### config.mk
export PLATFORM = sky130hd
export DESIGN_NAME = bb_top
export DESIGN_NICKNAME = d
export VERILOG_FILES = /design/src/verilog/bb_pkg.sv /design/src/verilog/bb_adc_channel.sv /design/src/verilog/bb_apb_decode.sv /design/src/verilog/bb_dac_channel.sv /design/src/verilog/bb_dds.sv /design/src/verilog/bb_ioexp_result.sv /design/src/verilog/bb_top.sv
export SDC_FILE = /design/constraint.sdc
export NUM_CORES = 1
export LEC_CHECK = 0
export BUFFER_PORTS_ARGS = -buffer_cell sky130_fd_sc_hd__buf_2
export CORE_UTILIZATION = 57
export CTS_CLUSTER_SIZE = 12
export DETAILED_ROUTE_END_ITERATION = 16
export GPL_ROUTABILITY_DRIVEN = 1
export PLACE_DENSITY = 0.78
export SLEW_MARGIN = 25
export SYNTH_ARGS = -nofsm -noshare
export SYNTH_HDL_FRONTEND = slang
export SYNTH_SLANG_ARGS = --single-unit
### constraint.sdc
create_clock -name clk -period 2.6 [get_ports clk]
set_input_delay 0.13 -clock clk [delete_from_list [all_inputs] [get_ports clk]]
set_output_delay 0.13 -clock clk [all_outputs]
set_load 0.005 [all_outputs]
### src/verilog/bb_pkg.sv
`default_nettype none

package bb_pkg;

    //////////////////////////////////////////////////////////////////////
    // Address map
    //////////////////////////////////////////////////////////////////////

    // Window base 0x43C0_0000, compared on paddr[31:16]
    localparam logic [15:0] BASE_HI = 16'h43C0;

    // Slot number lives in paddr[15:12]
    localparam logic [3:0] SLOT_INA  = 4'd0;
    localparam logic [3:0] SLOT_INB  = 4'd1;
    localparam logic [3:0] SLOT_OUTA = 4'd2;
    localparam logic [3:0] SLOT_OUTB = 4'd3;
    localparam logic [3:0] SLOT_DDS  = 4'd4;

    // Byte offsets inside one slot
    localparam logic [11:0] OFS_CTRL = 12'h000;
    localparam logic [11:0] OFS_STAT = 12'h004;

    //////////////////////////////////////////////////////////////////////
    // Data types
    //////////////////////////////////////////////////////////////////////

    typedef logic [7:0] sample_t;

    // DAC source select
    typedef enum logic [1:0] {
        SRC_INA  = 2'd0,
        SRC_INB  = 2'd1,
        SRC_DDS  = 2'd2,
        SRC_ZERO = 2'd3
    } dac_src_e;

    // Channel ctrl word, att in the low bits
    typedef struct packed {
        logic [23:0] rsvd;
        dac_src_e    src;
        // Blue 0, green 1, red 2
        logic [2:0]  led;
        logic        amp_en;
        logic [1:0]  att;
    } chan_ctrl_t;

    // Same write word, channel view or DDS increment view
    typedef union packed {
        chan_ctrl_t  ctrl;
        logic [31:0] raw;
    } reg_word_u;

    typedef struct packed {
        logic [31:0] paddr;
        logic        psel;
        logic        penable;
        logic        pwrite;
        logic [31:0] pwdata;
    } apb_req_t;

    // Request as one register block sees it
    typedef struct packed {
        logic        sel;
        logic        wr;
        logic [11:0] ofs;
        reg_word_u   wdata;
    } slot_req_t;

    // Settings handed to the expander stage
    typedef struct packed {
        logic       dor;
        logic [2:0] led;
        logic       amp_en;
        logic [1:0] att;
    } chan_status_t;

endpackage

`default_nettype wire

### src/verilog/bb_adc_channel.sv
`timescale 1ns/1ns
`default_nettype none

module bb_adc_channel (
    input  wire                      clk,
    input  wire                      rst_i,
    input  wire bb_pkg::slot_req_t   req_i,
    input  wire bb_pkg::sample_t     sample_i,
    input  wire                      dor_i,
    output logic [31:0]              rdata_o,
    output bb_pkg::sample_t          sample_o,
    output bb_pkg::chan_status_t     status_o
);

    bb_pkg::chan_ctrl_t ctrl_q;
    bb_pkg::sample_t    sample_q;
    logic               dor_q;
    logic               sticky_q;
    logic               ctrl_wr;
    logic               stat_wr;

    assign ctrl_wr = req_i.wr && req_i.ofs == bb_pkg::OFS_CTRL;
    // Any write to the status offset clears the sticky flag
    assign stat_wr = req_i.wr && req_i.ofs == bb_pkg::OFS_STAT;

    //////////////////////////////////////////////////////////////////////
    // Registers
    //////////////////////////////////////////////////////////////////////

    always_ff @(posedge clk) begin
        if (rst_i) begin
            ctrl_q   <= '0;
            sample_q <= '0;
            dor_q    <= 1'b0;
            sticky_q <= 1'b0;
        end else begin
            if (ctrl_wr) begin
                ctrl_q <= req_i.wdata.ctrl;
            end
            // Sample and overrange are free-running
            sample_q <= sample_i;
            dor_q    <= dor_i;
            // New overrange wins over a clear in the same cycle
            sticky_q <= (sticky_q && !stat_wr) || dor_q;
        end
    end

    //////////////////////////////////////////////////////////////////////
    // Read back and outputs
    //////////////////////////////////////////////////////////////////////

    always_comb begin
        rdata_o = '0;
        if (req_i.sel) begin
            case (req_i.ofs)
                bb_pkg::OFS_CTRL: rdata_o = ctrl_q;
                bb_pkg::OFS_STAT: rdata_o = {31'd0, sticky_q};
                default:          rdata_o = '0;
            endcase
        end
    end

    assign sample_o = sample_q;

    // Front-end settings plus the latched overrange
    assign status_o = '{dor: dor_q, led: ctrl_q.led, amp_en: ctrl_q.amp_en, att: ctrl_q.att};

endmodule

`default_nettype wire

### src/verilog/bb_apb_decode.sv
`timescale 1ns/1ns
`default_nettype none

module bb_apb_decode (
    input  wire                      clk,
    input  wire                      rst_i,
    input  wire bb_pkg::apb_req_t    apb_i,
    input  wire [31:0]               rd_ina_i,
    input  wire [31:0]               rd_inb_i,
    input  wire [31:0]               rd_outa_i,
    input  wire [31:0]               rd_outb_i,
    input  wire [31:0]               rd_dds_i,
    output bb_pkg::slot_req_t        req_ina_o,
    output bb_pkg::slot_req_t        req_inb_o,
    output bb_pkg::slot_req_t        req_outa_o,
    output bb_pkg::slot_req_t        req_outb_o,
    output bb_pkg::slot_req_t        req_dds_o,
    output logic [31:0]              prdata_o
);

    logic       win_hit;
    logic [3:0] slot;
    logic       setup_q;
    logic       access;

    // Build one slot request, write strobe only in access phase
    function automatic bb_pkg::slot_req_t make_req(input logic hit, input logic acc,
                                                   input bb_pkg::apb_req_t apb);
        bb_pkg::slot_req_t r;
        r.sel       = hit && apb.psel;
        r.wr        = hit && acc && apb.pwrite;
        r.ofs       = apb.paddr[11:0];
        r.wdata.raw = apb.pwdata;
        return r;
    endfunction

    assign win_hit = apb_i.paddr[31:16] == bb_pkg::BASE_HI;
    assign slot    = apb_i.paddr[15:12];

    // Remember a setup phase so access is only the cycle after it
    always_ff @(posedge clk) begin
        if (rst_i) begin
            setup_q <= 1'b0;
        end else begin
            setup_q <= apb_i.psel && !apb_i.penable;
        end
    end

    assign access = apb_i.psel && apb_i.penable && setup_q;

    assign req_ina_o  = make_req(win_hit && slot == bb_pkg::SLOT_INA, access, apb_i);
    assign req_inb_o  = make_req(win_hit && slot == bb_pkg::SLOT_INB, access, apb_i);
    assign req_outa_o = make_req(win_hit && slot == bb_pkg::SLOT_OUTA, access, apb_i);
    assign req_outb_o = make_req(win_hit && slot == bb_pkg::SLOT_OUTB, access, apb_i);
    assign req_dds_o  = make_req(win_hit && slot == bb_pkg::SLOT_DDS, access, apb_i);

    // Read select, zero outside window or unmapped slot
    always_comb begin
        prdata_o = '0;
        if (access && win_hit) begin
            case (slot)
                bb_pkg::SLOT_INA:  prdata_o = rd_ina_i;
                bb_pkg::SLOT_INB:  prdata_o = rd_inb_i;
                bb_pkg::SLOT_OUTA: prdata_o = rd_outa_i;
                bb_pkg::SLOT_OUTB: prdata_o = rd_outb_i;
                bb_pkg::SLOT_DDS:  prdata_o = rd_dds_i;
                default:           prdata_o = '0;
            endcase
        end
    end

endmodule

`default_nettype wire

### src/verilog/bb_dac_channel.sv
`timescale 1ns/1ns
`default_nettype none

module bb_dac_channel (
    input  wire                      clk,
    input  wire                      rst_i,
    input  wire bb_pkg::slot_req_t   req_i,
    input  wire bb_pkg::sample_t     ina_i,
    input  wire bb_pkg::sample_t     inb_i,
    input  wire bb_pkg::sample_t     dds_i,
    output logic [31:0]              rdata_o,
    output bb_pkg::sample_t          dac_o,
    output bb_pkg::chan_status_t     status_o
);

    bb_pkg::chan_ctrl_t ctrl_q;
    bb_pkg::sample_t    dac_q;
    logic               ctrl_wr;

    assign ctrl_wr = req_i.wr && req_i.ofs == bb_pkg::OFS_CTRL;

    //////////////////////////////////////////////////////////////////////
    // Ctrl register
    //////////////////////////////////////////////////////////////////////

    always_ff @(posedge clk) begin
        if (rst_i) begin
            ctrl_q <= '0;
        end else if (ctrl_wr) begin
            ctrl_q <= req_i.wdata.ctrl;
        end
    end

    //////////////////////////////////////////////////////////////////////
    // Source mux into the output register
    //////////////////////////////////////////////////////////////////////

    always_ff @(posedge clk) begin
        if (rst_i) begin
            dac_q <= '0;
        end else begin
            case (ctrl_q.src)
                bb_pkg::SRC_INA:  dac_q <= ina_i;
                bb_pkg::SRC_INB:  dac_q <= inb_i;
                bb_pkg::SRC_DDS:  dac_q <= dds_i;
                // Silence
                bb_pkg::SRC_ZERO: dac_q <= '0;
            endcase
        end
    end

    assign dac_o = dac_q;

    // Only ctrl is mapped on output slots
    always_comb begin
        rdata_o = '0;
        if (req_i.sel && req_i.ofs == bb_pkg::OFS_CTRL) begin
            rdata_o = ctrl_q;
        end
    end

    // No overrange on the DAC side
    assign status_o = '{dor: 1'b0, led: ctrl_q.led, amp_en: ctrl_q.amp_en, att: ctrl_q.att};

endmodule

`default_nettype wire

### src/verilog/bb_dds.sv
`timescale 1ns/1ns
`default_nettype none

module bb_dds #(
    parameter int PHASE_W = 32
) (
    input  wire                      clk,
    input  wire                      rst_i,
    input  wire bb_pkg::slot_req_t   req_i,
    output logic [31:0]              rdata_o,
    output bb_pkg::sample_t          sample_o
);

    localparam int SAMPLE_W = $bits(bb_pkg::sample_t);

    // Raw increment kept whole for read back
    logic [31:0]        inc_q;
    logic [PHASE_W-1:0] phase_q;

    always_ff @(posedge clk) begin
        if (rst_i) begin
            inc_q   <= '0;
            phase_q <= '0;
        end else begin
            if (req_i.wr && req_i.ofs == bb_pkg::OFS_CTRL) begin
                inc_q <= req_i.wdata.raw;
            end
            // Wraps modulo 2**PHASE_W
            phase_q <= phase_q + inc_q[PHASE_W-1:0];
        end
    end

    // Sawtooth from the top of the phase
    assign sample_o = phase_q[PHASE_W-1 -: SAMPLE_W];

    always_comb begin
        rdata_o = '0;
        if (req_i.sel) begin
            case (req_i.ofs)
                bb_pkg::OFS_CTRL: rdata_o = inc_q;
                // Phase zero extended
                bb_pkg::OFS_STAT: rdata_o = 32'(phase_q);
                default:          rdata_o = '0;
            endcase
        end
    end

endmodule

`default_nettype wire

### src/verilog/bb_ioexp_result.sv
`timescale 1ns/1ns
`default_nettype none

module bb_ioexp_result (
    input  wire                          clk,
    input  wire                          rst_i,
    input  wire bb_pkg::chan_status_t    ina_i,
    input  wire bb_pkg::chan_status_t    inb_i,
    input  wire bb_pkg::chan_status_t    outa_i,
    input  wire bb_pkg::chan_status_t    outb_i,
    output logic [15:0]                  adc_io_o,
    output logic [15:0]                  dac_io_o
);

    // Byte of an all-zero channel, att and LEDs are active low
    localparam logic [7:0] IDLE_BYTE = 8'h3B;

    // One expander byte per channel
    // bits 1:0 ~att, bit 2 amp_en, bits 5:3 ~led, 7:6 unused
    function automatic logic [7:0] io_byte(input bb_pkg::chan_status_t st);
        logic [2:0] led_v;
        // Overrange shows red only
        led_v = st.dor ? 3'b100 : st.led;
        return {2'b00, ~led_v, st.amp_en, ~st.att};
    endfunction

    //////////////////////////////////////////////////////////////////////
    // Expander words, channel A low byte, channel B high byte
    //////////////////////////////////////////////////////////////////////

    always_ff @(posedge clk) begin
        if (rst_i) begin
            adc_io_o <= {2{IDLE_BYTE}};
            dac_io_o <= {2{IDLE_BYTE}};
        end else begin
            adc_io_o <= {io_byte(inb_i), io_byte(ina_i)};
            dac_io_o <= {io_byte(outb_i), io_byte(outa_i)};
        end
    end

endmodule

`default_nettype wire

### src/verilog/bb_top.sv
`timescale 1ns/1ns
`default_nettype none

module bb_top #(
    // Accumulator width of the tone generator
    parameter int PHASE_W = 24
) (
    input  wire                      clk,
    input  wire                      rst_i,
    input  wire bb_pkg::apb_req_t    apb_i,
    input  wire bb_pkg::sample_t     adc_a_i,
    input  wire bb_pkg::sample_t     adc_b_i,
    input  wire                      dor_a_i,
    input  wire                      dor_b_i,
    output wire [31:0]               prdata_o,
    output wire bb_pkg::sample_t     dac_a_o,
    output wire bb_pkg::sample_t     dac_b_o,
    output wire [15:0]               adc_io_o,
    output wire [15:0]               dac_io_o
);

    //////////////////////////////////////////////////////////////////////
    // Interconnect
    //////////////////////////////////////////////////////////////////////

    bb_pkg::slot_req_t    req_ina;
    bb_pkg::slot_req_t    req_inb;
    bb_pkg::slot_req_t    req_outa;
    bb_pkg::slot_req_t    req_outb;
    bb_pkg::slot_req_t    req_dds;
    logic [31:0]          rd_ina;
    logic [31:0]          rd_inb;
    logic [31:0]          rd_outa;
    logic [31:0]          rd_outb;
    logic [31:0]          rd_dds;
    // Registered samples shared by both DACs
    bb_pkg::sample_t      ina_smp;
    bb_pkg::sample_t      inb_smp;
    bb_pkg::sample_t      dds_smp;
    bb_pkg::chan_status_t st_ina;
    bb_pkg::chan_status_t st_inb;
    bb_pkg::chan_status_t st_outa;
    bb_pkg::chan_status_t st_outb;

    bb_apb_decode u_decode (
        .clk(clk), .rst_i(rst_i), .apb_i(apb_i),
        .rd_ina_i(rd_ina), .rd_inb_i(rd_inb), .rd_outa_i(rd_outa),
        .rd_outb_i(rd_outb), .rd_dds_i(rd_dds),
        .req_ina_o(req_ina), .req_inb_o(req_inb), .req_outa_o(req_outa),
        .req_outb_o(req_outb), .req_dds_o(req_dds), .prdata_o(prdata_o)
    );

    // ADC inputs
    bb_adc_channel u_ina (
        .clk(clk), .rst_i(rst_i), .req_i(req_ina), .sample_i(adc_a_i), .dor_i(dor_a_i),
        .rdata_o(rd_ina), .sample_o(ina_smp), .status_o(st_ina)
    );

    bb_adc_channel u_inb (
        .clk(clk), .rst_i(rst_i), .req_i(req_inb), .sample_i(adc_b_i), .dor_i(dor_b_i),
        .rdata_o(rd_inb), .sample_o(inb_smp), .status_o(st_inb)
    );

    bb_dds #(.PHASE_W(PHASE_W)) u_dds (
        .clk(clk), .rst_i(rst_i), .req_i(req_dds), .rdata_o(rd_dds), .sample_o(dds_smp)
    );

    // DAC outputs
    bb_dac_channel u_outa (
        .clk(clk), .rst_i(rst_i), .req_i(req_outa),
        .ina_i(ina_smp), .inb_i(inb_smp), .dds_i(dds_smp),
        .rdata_o(rd_outa), .dac_o(dac_a_o), .status_o(st_outa)
    );

    bb_dac_channel u_outb (
        .clk(clk), .rst_i(rst_i), .req_i(req_outb),
        .ina_i(ina_smp), .inb_i(inb_smp), .dds_i(dds_smp),
        .rdata_o(rd_outb), .dac_o(dac_b_o), .status_o(st_outb)
    );

    bb_ioexp_result u_result (
        .clk(clk), .rst_i(rst_i),
        .ina_i(st_ina), .inb_i(st_inb), .outa_i(st_outa), .outb_i(st_outb),
        .adc_io_o(adc_io_o), .dac_io_o(dac_io_o)
    );

endmodule

`default_nettype wire
==> results of run 1 <==
-- cell usage in the layout (no fill, tap or decap), drive strengths merged, types with 28 or more instances in the layout --
cell / count
nor2b: 33
a21oi: 185
clkbuf: 39
mux2: 28
nand2: 342
buf: 200
a222oi: 29
o21ai: 38
dfxtp: 245
dlygate4sd3: 52
nor2: 95
mux2i: 55
-- Yosys cell counts (2+ instances only) --
cell	count	share of area
sky130_fd_sc_hd__nand2_1	342	0.12
sky130_fd_sc_hd__a31oi_1	3	0.0017
sky130_fd_sc_hd__ha_1	23	0.026
sky130_fd_sc_hd__dfxtp_1	245	0.45
sky130_fd_sc_hd__o22ai_1	8	0.0046
sky130_fd_sc_hd__nor3_1	7	0.0032
sky130_fd_sc_hd__nor4_1	2	0.0012
sky130_fd_sc_hd__mux2i_1	55	0.051
sky130_fd_sc_hd__xor2_1	6	0.0048
sky130_fd_sc_hd__nor2b_1	33	0.019
sky130_fd_sc_hd__buf_1	4	0.0014
sky130_fd_sc_hd__nand2b_1	24	0.014
sky130_fd_sc_hd__buf_2	20	0.0092
sky130_fd_sc_hd__a21o_1	4	0.0028
sky130_fd_sc_hd__or3_1	2	0.0012
sky130_fd_sc_hd__xnor2_1	11	0.0089
sky130_fd_sc_hd__nor3_2	2	0.0018
sky130_fd_sc_hd__nand3_1	9	0.0041
sky130_fd_sc_hd__clkbuf_1	67	0.023
sky130_fd_sc_hd__nor2_1	93	0.032
sky130_fd_sc_hd__buf_4	10	0.0069
sky130_fd_sc_hd__nor2_2	2	0.0012
sky130_fd_sc_hd__nand4_1	4	0.0023
sky130_fd_sc_hd__and2_1	5	0.0029
sky130_fd_sc_hd__nand4_2	2	0.0023
sky130_fd_sc_hd__o21ai_0	38	0.018
sky130_fd_sc_hd__buf_6	3	0.0031
sky130_fd_sc_hd__nor3b_1	2	0.0014
sky130_fd_sc_hd__a222oi_1	29	0.027
sky130_fd_sc_hd__and3_1	8	0.0046
sky130_fd_sc_hd__a22oi_1	2	0.0014
sky130_fd_sc_hd__a21oi_1	185	0.085
sky130_fd_sc_hd__o21a_1	2	0.0014
sky130_fd_sc_hd__mux4_2	3	0.0062
sky130_fd_sc_hd__o211ai_1	3	0.0021
sky130_fd_sc_hd__inv_1	5	0.0017
sky130_fd_sc_hd__o21bai_1	4	0.0028
sky130_fd_sc_hd__mux2_2	28	0.029
-- state kept, by name (all words and copies together), names as in the netlist --
register,count
u_inb.dor_q,1
u_inb.status_o,6
u_outb.status_o,6
u_outa.ctrl_q,26
u_ina.dor_q,1
u_outa.dac_o,8
u_dds.inc_q,32
u_ina.ctrl_q,26
u_ina.sample_o,8
u_outa.status_o,6
u_inb.sticky_q,1
u_dds.phase_q,24
u_decode.setup_q,1
u_inb.sample_o,8
u_outb.dac_o,8
u_ina.sticky_q,1
u_ina.status_o,6
u_outb.ctrl_q,26
u_result.dac_io_o,12
u_result.adc_io_o,12
u_inb.ctrl_q,26
-- per-stage QoR --
step | hold slack [ns] | instance area [um2] | TNS (ns) | worst slack [ns]
5_1_grt | 0.0347 | 13300 | 0 | 0.00842
3_5_place_dp | 0.342 | 11900 | -0.0536 | -0.0408
6_report | 0.0175 | 13300 | 0 | 0.155
4_1_cts | 0.00920 | 13300 | 0 | 0.0104
3_3_place_gp | 0.346 | 11900 | 0 | 0.0167
2_1_floorplan | 0.206 | 10900 | 0 | 0.241
-- area by class of cell --
| class | count | share of cell area |
|---|---|---|
| clock buffer | 39 | 0.0581 |
| timing repair buffer | 252 | 0.126 |
| tap | 234 | 0.0221 |
| clock inverter | 7 | 0.00670 |
| multi-input combinational | 971 | 0.416 |
| inverter | 5 | 0.00141 |
| sequential | 245 | 0.370 |
-- final timing paths --
| kind | end | cells after the start | slack, ns |
|---|---|---|---|
| max | u_dds.phase_q[22]$_SDFF_PP0_ | 9 | 0.16 |
| min | u_dds.phase_q[14]$_SDFF_PP0_ | 2 | 0.02 |
| max reg2reg | u_dds.phase_q[22]$_SDFF_PP0_ | 9 | 0.16 |
| min reg2reg | u_result.adc_io_o[3]$_SDFF_PP1_ | 1 | 0.42 |
-- per-layer routing --
layer / part of all wire / routed length, um / vias up
li1: - / - / 4867
met1: 0.42 / 12600 / 4718
met2: 0.48 / 14500 / 452
met3: 0.079 / 2380 / 77
met4: 0.025 / 767 / 0
met5: 0 / 0 / -
-- power by group through the flow --
stage	clock network, W	logic [W]	registers, W
final	0.00371	0.000371	0.00380
after global routing	0.00389	0.000399	0.00380
after CTS	0.00375	0.000365	0.00380
after detailed placement	0	0.000304	0.00388
after global placement	0	0.000302	0.00388
after floorplan	0	0.000159	0.00388
-- timing repair --
item,4_1_cts,5_1_grt
hold buffers,52,0
hold endpoints to repair,178,0
endpoints found under the setup margin,3,6
resized for setup,2,6
-- cell families (layout without fill, tap and decap cells) --
family,Yosys count,after routing,synth area share
compound gates,292,292,0.158
xor+xnor,17,17,0.0137
buf+inv,109,303,0.0455
fa+ha+maj,24,24,0.0283
mux,86,86,0.0859
flops,245,245,0.451
simple gates,544,544,0.217
other cells,1,8,0.000345
==> impl_summary.txt, run 1 <==
----------------------------------------------------
[Status]
  Status ... complete, no violations

[Final layout]
  Final non-filler cell total ... 1753
  Number of diodes ... 0
  Area occupied by multi-input gates ... 0.00552 mm2
  Proportion of layout cells with a drive suffix above 1 ... 0.189
  Utilization after layout ... 0.709
  Total of fill cells in the finished design ... 1444
  Reg area ... 0.00490 mm2
  Nets ... roughly 1600
  Area added between synthesis and finish ... 22.1%

[STA]
  Clk_skew ... about 0.0099 ns
  Worst max-slew margin expressed relative to the limit ... 0.557
  Worst slew pin tran ... 0.663 ns
  Setup violation total in the final timing report ... 0
  Final cycle utilization of the critical path ... 0.940
  Unrepaired setup endpoints after global routing ... no
  Max Transition Viols Final ... 0
  Clock period minus worst slack ... roughly 2.4 ns
  Final hold vios ... 0
  Maximum clock frequency ... around 0.41 GHz

[Setup path]
  Critical Path Sink Type ... flip-flop
  Cells along the critical path ... ha_1 -> fa_2 -> a21oi_2 -> o21ai_0 -> a21o_1 -> a21oi_2 -> o21ai_1 -> a31oi_1 -> mux2_2
  Slowest CP cell ... sky130_fd_sc_hd__fa_2
  CP most frequent cell ... sky130_fd_sc_hd__a21oi_2
  Start point of the critical path ... u_dds.inc_q[0]$_SDFFE_PP0P_
  Maximum fanout count along the critical path ... 3
  Critical path buffer and inverter count ... 0
  Startpoint Class ... flip-flop
  Worst endpoint data arrival time ... about 2.9 ns
  Worst endpoint required time ... around 3 ns
  Critical path's largest stage delay ... about 0.38 ns
  Cell class contributing the biggest share of worst-path delay ... compound AO/OA/AOI/OAI gates
  WS Path Type ... reg -> reg
  Origin of the critical flop-to-flop path ... u_dds.inc_q[0]$_SDFFE_PP0P_

[Global route]
  Global routing met2 resource utilization ... 0.510
  Combined global-route utilization of all metal layers ... 0.302
  Global-route wire length before repair ... around 48 mm
  Fraction of met3 tracks used by global routing ... 0.0544
  M1 GR Usage ... 0.392
  Largest net degree at the start of global routing ... 68
  Busiest grt layer ... met2
  Number of global-route vias before repair ... 9433
  Number of antenna violations at the first check in global routing ... 0
  Residual overflow from global routing ... 0

[Die]
  Placeable core region ... between 0.015 and 0.02 mm2
  Width of the die ... roughly 140 um
  Die outline area ... about 0.020 mm2
  Placement row count ... 50
  # IOs ... about 170
  Starting Density ... 0.581
  Chip Height ... 140 um

[Yosys]
  Synth Warn # ... 0
  Ys async rst share ... 0
  Mapped Avg Cell Area ... roughly 8.2 um2
  Unique masters post-synth ... 61
  Number of enable flip-flop cells after synthesis ... 0
  Post-Synthesis Cell Area ... between 0.01 and 0.015 mm2
  Gate Count Post-Synth ... 1318
  Register area share after synthesis ... 0.451
  Most instantiated flip-flop cell in the synthesis netlist ... sky130_fd_sc_hd__dfxtp_1
  FF+latch count, synth ... roughly 250

[Routing]
  Antenna Nets Post-Route ... 0
  Routed vias ... just over 10000
  Detailed router's first-iteration violation count ... between 900 and 1000
  Drt drc ... 0
  WL final ... between 30 and 40 mm
  WL per Instance ... around 17 um
  Drt first pass iters ... 6
  Average vias per placed instance ... 5.77

[Clocking]
  Total number of clock tree sinks ... 245
  CTS tree ... yes
  Maximum clock insertion buffer count ... 3
  Insertion delay of the later-clocked pin in the worst-skew pair ... around 0.52 ns
  Number of buffers inserted by post-CTS setup repair ... 0
  H-tree level count ... 1
  CTS Root Cell ... sky130_fd_sc_hd__clkbuf_16
  TritonCTS Buffers ... 27
  Worst-path clk slew ... roughly 0.06 ns

[Pwr]
  Internal power of the cells ... roughly 0.0062 W
  Switching power of the nets ... between 0.0015 and 0.002 W
  Sequential power share ... 0.482
  Areal power density over the cells ... roughly 590 mW/mm2
  Clock share of power ... 0.471
  Switching fraction of total power ... 0.214
  Leakage power ... a little over 5 nW
  Post-route total power ... ~0.0079 W
  Worst VDD drop ... between 0.0004 and 0.0005 V
  Relative contribution of combinational cells to total power ... 0.047

[Placed design]
  Cells after DPL ... between 1500 and 2000
  Input/output buffers ... roughly 160
  HPWL after detailed placement ... 19.6 mm
  Placer Congestion ... 0.926

[Min path]
  Worst Min Path Start ... rst_i
  Worst hold path class ... in -> reg

[Run]
  Number of maximum-capacitance violations ... 0

----------------------------------------------------
No activity file was read; power rests on OpenSTA's default activity.
==> run 2: changes to the inputs <==
--- a/config.mk
+++ b/config.mk
@@ -5,12 +5,12 @@
 export SDC_FILE = /design/constraint.sdc
 export NUM_CORES = 1
 export LEC_CHECK = 0
-export BUFFER_PORTS_ARGS = -buffer_cell sky130_fd_sc_hd__buf_2
-export CORE_UTILIZATION = 57
+export CORE_UTILIZATION = 60
 export CTS_CLUSTER_SIZE = 12
 export DETAILED_ROUTE_END_ITERATION = 16
+export DONT_BUFFER_PORTS = 1
 export GPL_ROUTABILITY_DRIVEN = 1
-export PLACE_DENSITY = 0.78
+export PLACE_DENSITY = 0.74
 export SLEW_MARGIN = 25
 export SYNTH_ARGS = -nofsm -noshare
 export SYNTH_HDL_FRONTEND = slang
==> run 2 against run 1 <==
  * First-iteration DRC count up 11%
  * Total power down 3.8%
  * Clock power down 4%
  * Utilization up 4.2 points
  * Critical path depth down 1
  * Sequential cell count unchanged
  * Final cell count down 5.8%
  * Fmax down 2.0%
  * Wire length up 4.4%
  * Clock skew up 0.013 ns
  * Die area down 4.9%
==> impl_summary.txt, run 2 (synthesis results as in run 1) <==
----------------------------------------------------
[Status]
  Status ... complete, no violations (unchanged)

[Global route]
  Busiest grt layer ... met2 (unchanged)
  Global routing met2 resource utilization ... 0.550 (was 0.510)
  Number of antenna violations at the first check in global routing ... 0 (unchanged)
  M1 GR Usage ... 0.433 (was 0.392)
  Combined global-route utilization of all metal layers ... 0.332 (was 0.302)
  Global-route wire length before repair ... 48.7 mm (was 47.9 mm)
  Residual overflow from global routing ... 0 (unchanged)
  Fraction of met3 tracks used by global routing ... 0.0604 (was 0.0544)
  Largest net degree at the start of global routing ... 151 (was 68)
  Number of global-route vias before repair ... 9521 (was 9433)

[Pwr]
  Areal power density over the cells ... 577 mW/mm2 (was 594 mW/mm2)
  Relative contribution of combinational cells to total power ... 0.028 (was 0.047)
  Leakage power ... 4.99 nW (was 5.17 nW)
  Sequential power share ... 0.502 (was 0.482)
  Worst VDD drop ... 0.000606 V (was 0.000467 V)
  Clock share of power ... 0.470 (was 0.471)
  Switching fraction of total power ... 0.209 (was 0.214)
  Internal power of the cells ... 0.00599 W (was 0.00619 W)
  Switching power of the nets ... 0.00158 W (was 0.00168 W)

[Final layout]
  Area added between synthesis and finish ... 20.7% (was 22.1%)
  Number of diodes ... 0 (unchanged)
  Nets ... 1523 (was 1613)
  Reg area ... 0.00490 mm2 (unchanged)
  Total of fill cells in the finished design ... 1309 (was 1444)
  Largest register FFs ... 32 (unchanged)
  Most common cell after layout, fill and taps aside ... sky130_fd_sc_hd__nand2_1 (unchanged)
  Utilization after layout ... 0.751 (was 0.709)
  Commonest non-fill, non-tap cells in the layout ... 342 x sky130_fd_sc_hd__nand2_1, 245 x sky130_fd_sc_hd__dfxtp_1, 182 x sky130_fd_sc_hd__a21oi_1, 133 x sky130_fd_sc_hd__dlygate4sd3_1, 92 x sky130_fd_sc_hd__nor2_1 (was 342 x sky130_fd_sc_hd__nand2_1, 245 x sky130_fd_sc_hd__dfxtp_1, 182 x sky130_fd_sc_hd__a21oi_1, 157 x sky130_fd_sc_hd__buf_2, 92 x sky130_fd_sc_hd__nor2_1)
  Area occupied by multi-input gates ... 0.00552 mm2 (unchanged)
  Most flops, register ... u_dds.inc_q (unchanged)
  Proportion of layout cells with a drive suffix above 1 ... 0.0778 (was 0.189)

[Setup path]
  WS Path Type ... reg -> reg (unchanged)
  Critical path's largest stage delay ... 0.40 ns (was 0.38 ns)
  Critical path buffer and inverter count ... 0 (unchanged)
  Origin of the critical flop-to-flop path ... u_dds.inc_q[1]$_SDFFE_PP0P_ (was u_dds.inc_q[0]$_SDFFE_PP0P_)
  Startpoint Class ... flip-flop (unchanged)
  Number of cells on the critical path ... 8 (was 9)
  Maximum fanout count along the critical path ... 4 (was 3)
  Reg2reg path depth ... 8 (was 9)
  Capture point of the worst path ... u_dds.phase_q[19]$_SDFF_PP0_ (was u_dds.phase_q[22]$_SDFF_PP0_)
  Worst endpoint required time ... 3.03 ns (was 3.01 ns)
  Worst endpoint data arrival time ... 2.92 ns (was 2.86 ns)
  Start point of the critical path ... u_dds.inc_q[1]$_SDFFE_PP0P_ (was u_dds.inc_q[0]$_SDFFE_PP0P_)
  Worst R2R End ... u_dds.phase_q[19]$_SDFF_PP0_ (was u_dds.phase_q[22]$_SDFF_PP0_)
  Cell class contributing the biggest share of worst-path delay ... compound AO/OA/AOI/OAI gates (unchanged)
  Critical Path Sink Type ... flip-flop (unchanged)
  Reg-to-reg setup timing slack ... 0.11 ns (was 0.16 ns)
  Slowest CP cell ... sky130_fd_sc_hd__dfxtp_1 (was sky130_fd_sc_hd__fa_2)
  Cells along the critical path ... ha_1 -> a21oi_1 -> o211ai_1 -> and2_1 -> a221oi_2 -> o21ai_0 -> a211o_1 -> mux2_2 (was ha_1 -> fa_2 -> a21oi_2 -> o21ai_0 -> a21o_1 -> a21oi_2 -> o21ai_1 -> a31oi_1 -> mux2_2)

[Clocking]
  Insertion delay of the later-clocked pin in the worst-skew pair ... 0.54 ns (was 0.52 ns)
  TritonCTS Buffers ... 26 (was 27)
  CTS tree ... yes (unchanged)
  Worst-path clk slew ... 0.06 ns (about the same)
  CTS Root Cell ... sky130_fd_sc_hd__clkbuf_16 (unchanged)
  Maximum clock insertion buffer count ... 3 (unchanged)
  Total number of clock tree sinks ... 245 (unchanged)
  H-tree level count ... 1 (unchanged)

[Placed design]
  Setup slack after placement ... -0.0247 ns (was -0.0408 ns)
  HPWL after detailed placement ... 18.2 mm (was 19.6 mm)
  Placer Congestion ... 0.925 (was 0.926)
  Input/output buffers ... 0 (was 158)

[Die]
  Placement row count ... 48 (was 50)
  Width of the die ... 137 um (was 140 um)
  Placeable core region ... 0.0175 mm2 (was 0.0187 mm2)
  Starting Density ... 0.622 (was 0.581)
  Chip Height ... 137 um (was 140 um)
  Die outline area ... 0.0187 mm2 (was 0.0196 mm2)
  # IOs ... 167 (unchanged)

[Routing]
  WL final ... 31.6 mm (was 30.3 mm)
  Antenna Nets Post-Route ... 0 (unchanged)
  WL per Instance ... 19.1 um (was 17.3 um)
  Drt first pass iters ... 9 (was 6)
  Detailed router's first-iteration violation count ... 1056 (was 952)
  Routed vias ... 9894 (was 10100)
  Drt drc ... 0 (unchanged)
  Average vias per placed instance ... 5.99 (was 5.77)

[STA]
  Clock period minus worst slack ... 2.49 ns (was 2.44 ns)
  Clk_skew ... 0.0233 ns (was 0.00993 ns)
  Total Negative Setup Slacks ... 0 ns (unchanged)
  Final Worst Setup Slack ... 0.106 ns (was 0.155 ns)
  Worst max-slew margin expressed relative to the limit ... 0.408 (was 0.557)
  Unrepaired setup endpoints after global routing ... no (unchanged)
  Final hold vios ... 0 (unchanged)
  Final cycle utilization of the critical path ... 0.959 (was 0.940)
  Max Transition Viols Final ... 0 (unchanged)
  Worst slew pin tran ... 0.887 ns (was 0.663 ns)
  Maximum clock frequency ... 0.401 GHz (was 0.409 GHz)
  Setup violation total in the final timing report ... 0 (unchanged)

[Min path]
  Worst hold path class ... in -> reg (unchanged)

[Run]
  Number of maximum-capacitance violations ... 0 (unchanged)

----------------------------------------------------
==> run 2: layout make-up <==
cell class / instances / share of cell area
multi-input combinational: 971 / 0.421
sequential: 245 / 0.374
timing repair buffer: 163 / 0.121
clock buffer: 40 / 0.0583
tap: 225 / 0.0215
clock inverter: 2 / 0.00315
inverter: 5 / 0.00143
==> run 2: metrics by stage <==
step / hold slack [ns] / cell area, um2 / power [W] / std cells
final: 0.0203 / 13100 / 0.00757 / 1651
after global routing: 0.0335 / 13100 / 0.00775 / 1651
after CTS: 0.00754 / 13100 / 0.00759 / 1651
after detailed placement: 0.210 / 10900 / 0.00398 / 1475
after global placement: 0.207 / 10900 / 0.00397 / 1475
after floorplan: 0.206 / 10900 / 0.00404 / 1325
==> run 2: worst min-delay path by stage <==
stage               slack, ns                         endpoint  depth (start not counted)      start
finish                   0.02     u_dds.phase_q[17]$_SDFF_PP0_                          2      rst_i
global route             0.03        u_inb.sticky_q$_SDFF_PP0_                          4  apb_i[47]
CTS                     0.008  u_outb.status_o[4]$_SDFFE_PP0P_                          3  apb_i[47]
detailed placement       0.21      u_decode.setup_q$_SDFF_PP0_                          1  apb_i[33]
global placement         0.21      u_decode.setup_q$_SDFF_PP0_                          1  apb_i[33]
floorplan                0.21      u_decode.setup_q$_SDFF_PP0_                          1  apb_i[33]
==> run 2: repair_timing <==
action                     in CTS  in global routing
resized for setup               2                  7
pin swaps                       0                  1
setup buffers                   0                  0
setup endpoints to repair       3                  5
hold endpoints to repair      245                  0
hold buffers                  134                  0
==> run 2: layer usage <==
| layer | vias up | wire length (um) | share of wire |
|---|---|---|---|
| met5 | - | 0 | 0 |
| li1 | 4671 | - | - |
| met2 | 490 | 14900 | 0.47 |
| met3 | 68 | 2970 | 0.094 |
| met4 | 0 | 818 | 0.026 |
| met1 | 4665 | 12900 | 0.41 |
==> run 2: power by group through the flow <==
stage / combinational (W) / clock [W] / sequential [W]
final: 0.000213 / 0.00356 / 0.00380
after floorplan: 0.000159 / 0 / 0.00388
after CTS: 0.000209 / 0.00358 / 0.00380
after global placement: 0.0000937 / 0 / 0.00388
after detailed placement: 0.0000953 / 0 / 0.00388
after global routing: 0.000229 / 0.00372 / 0.00380
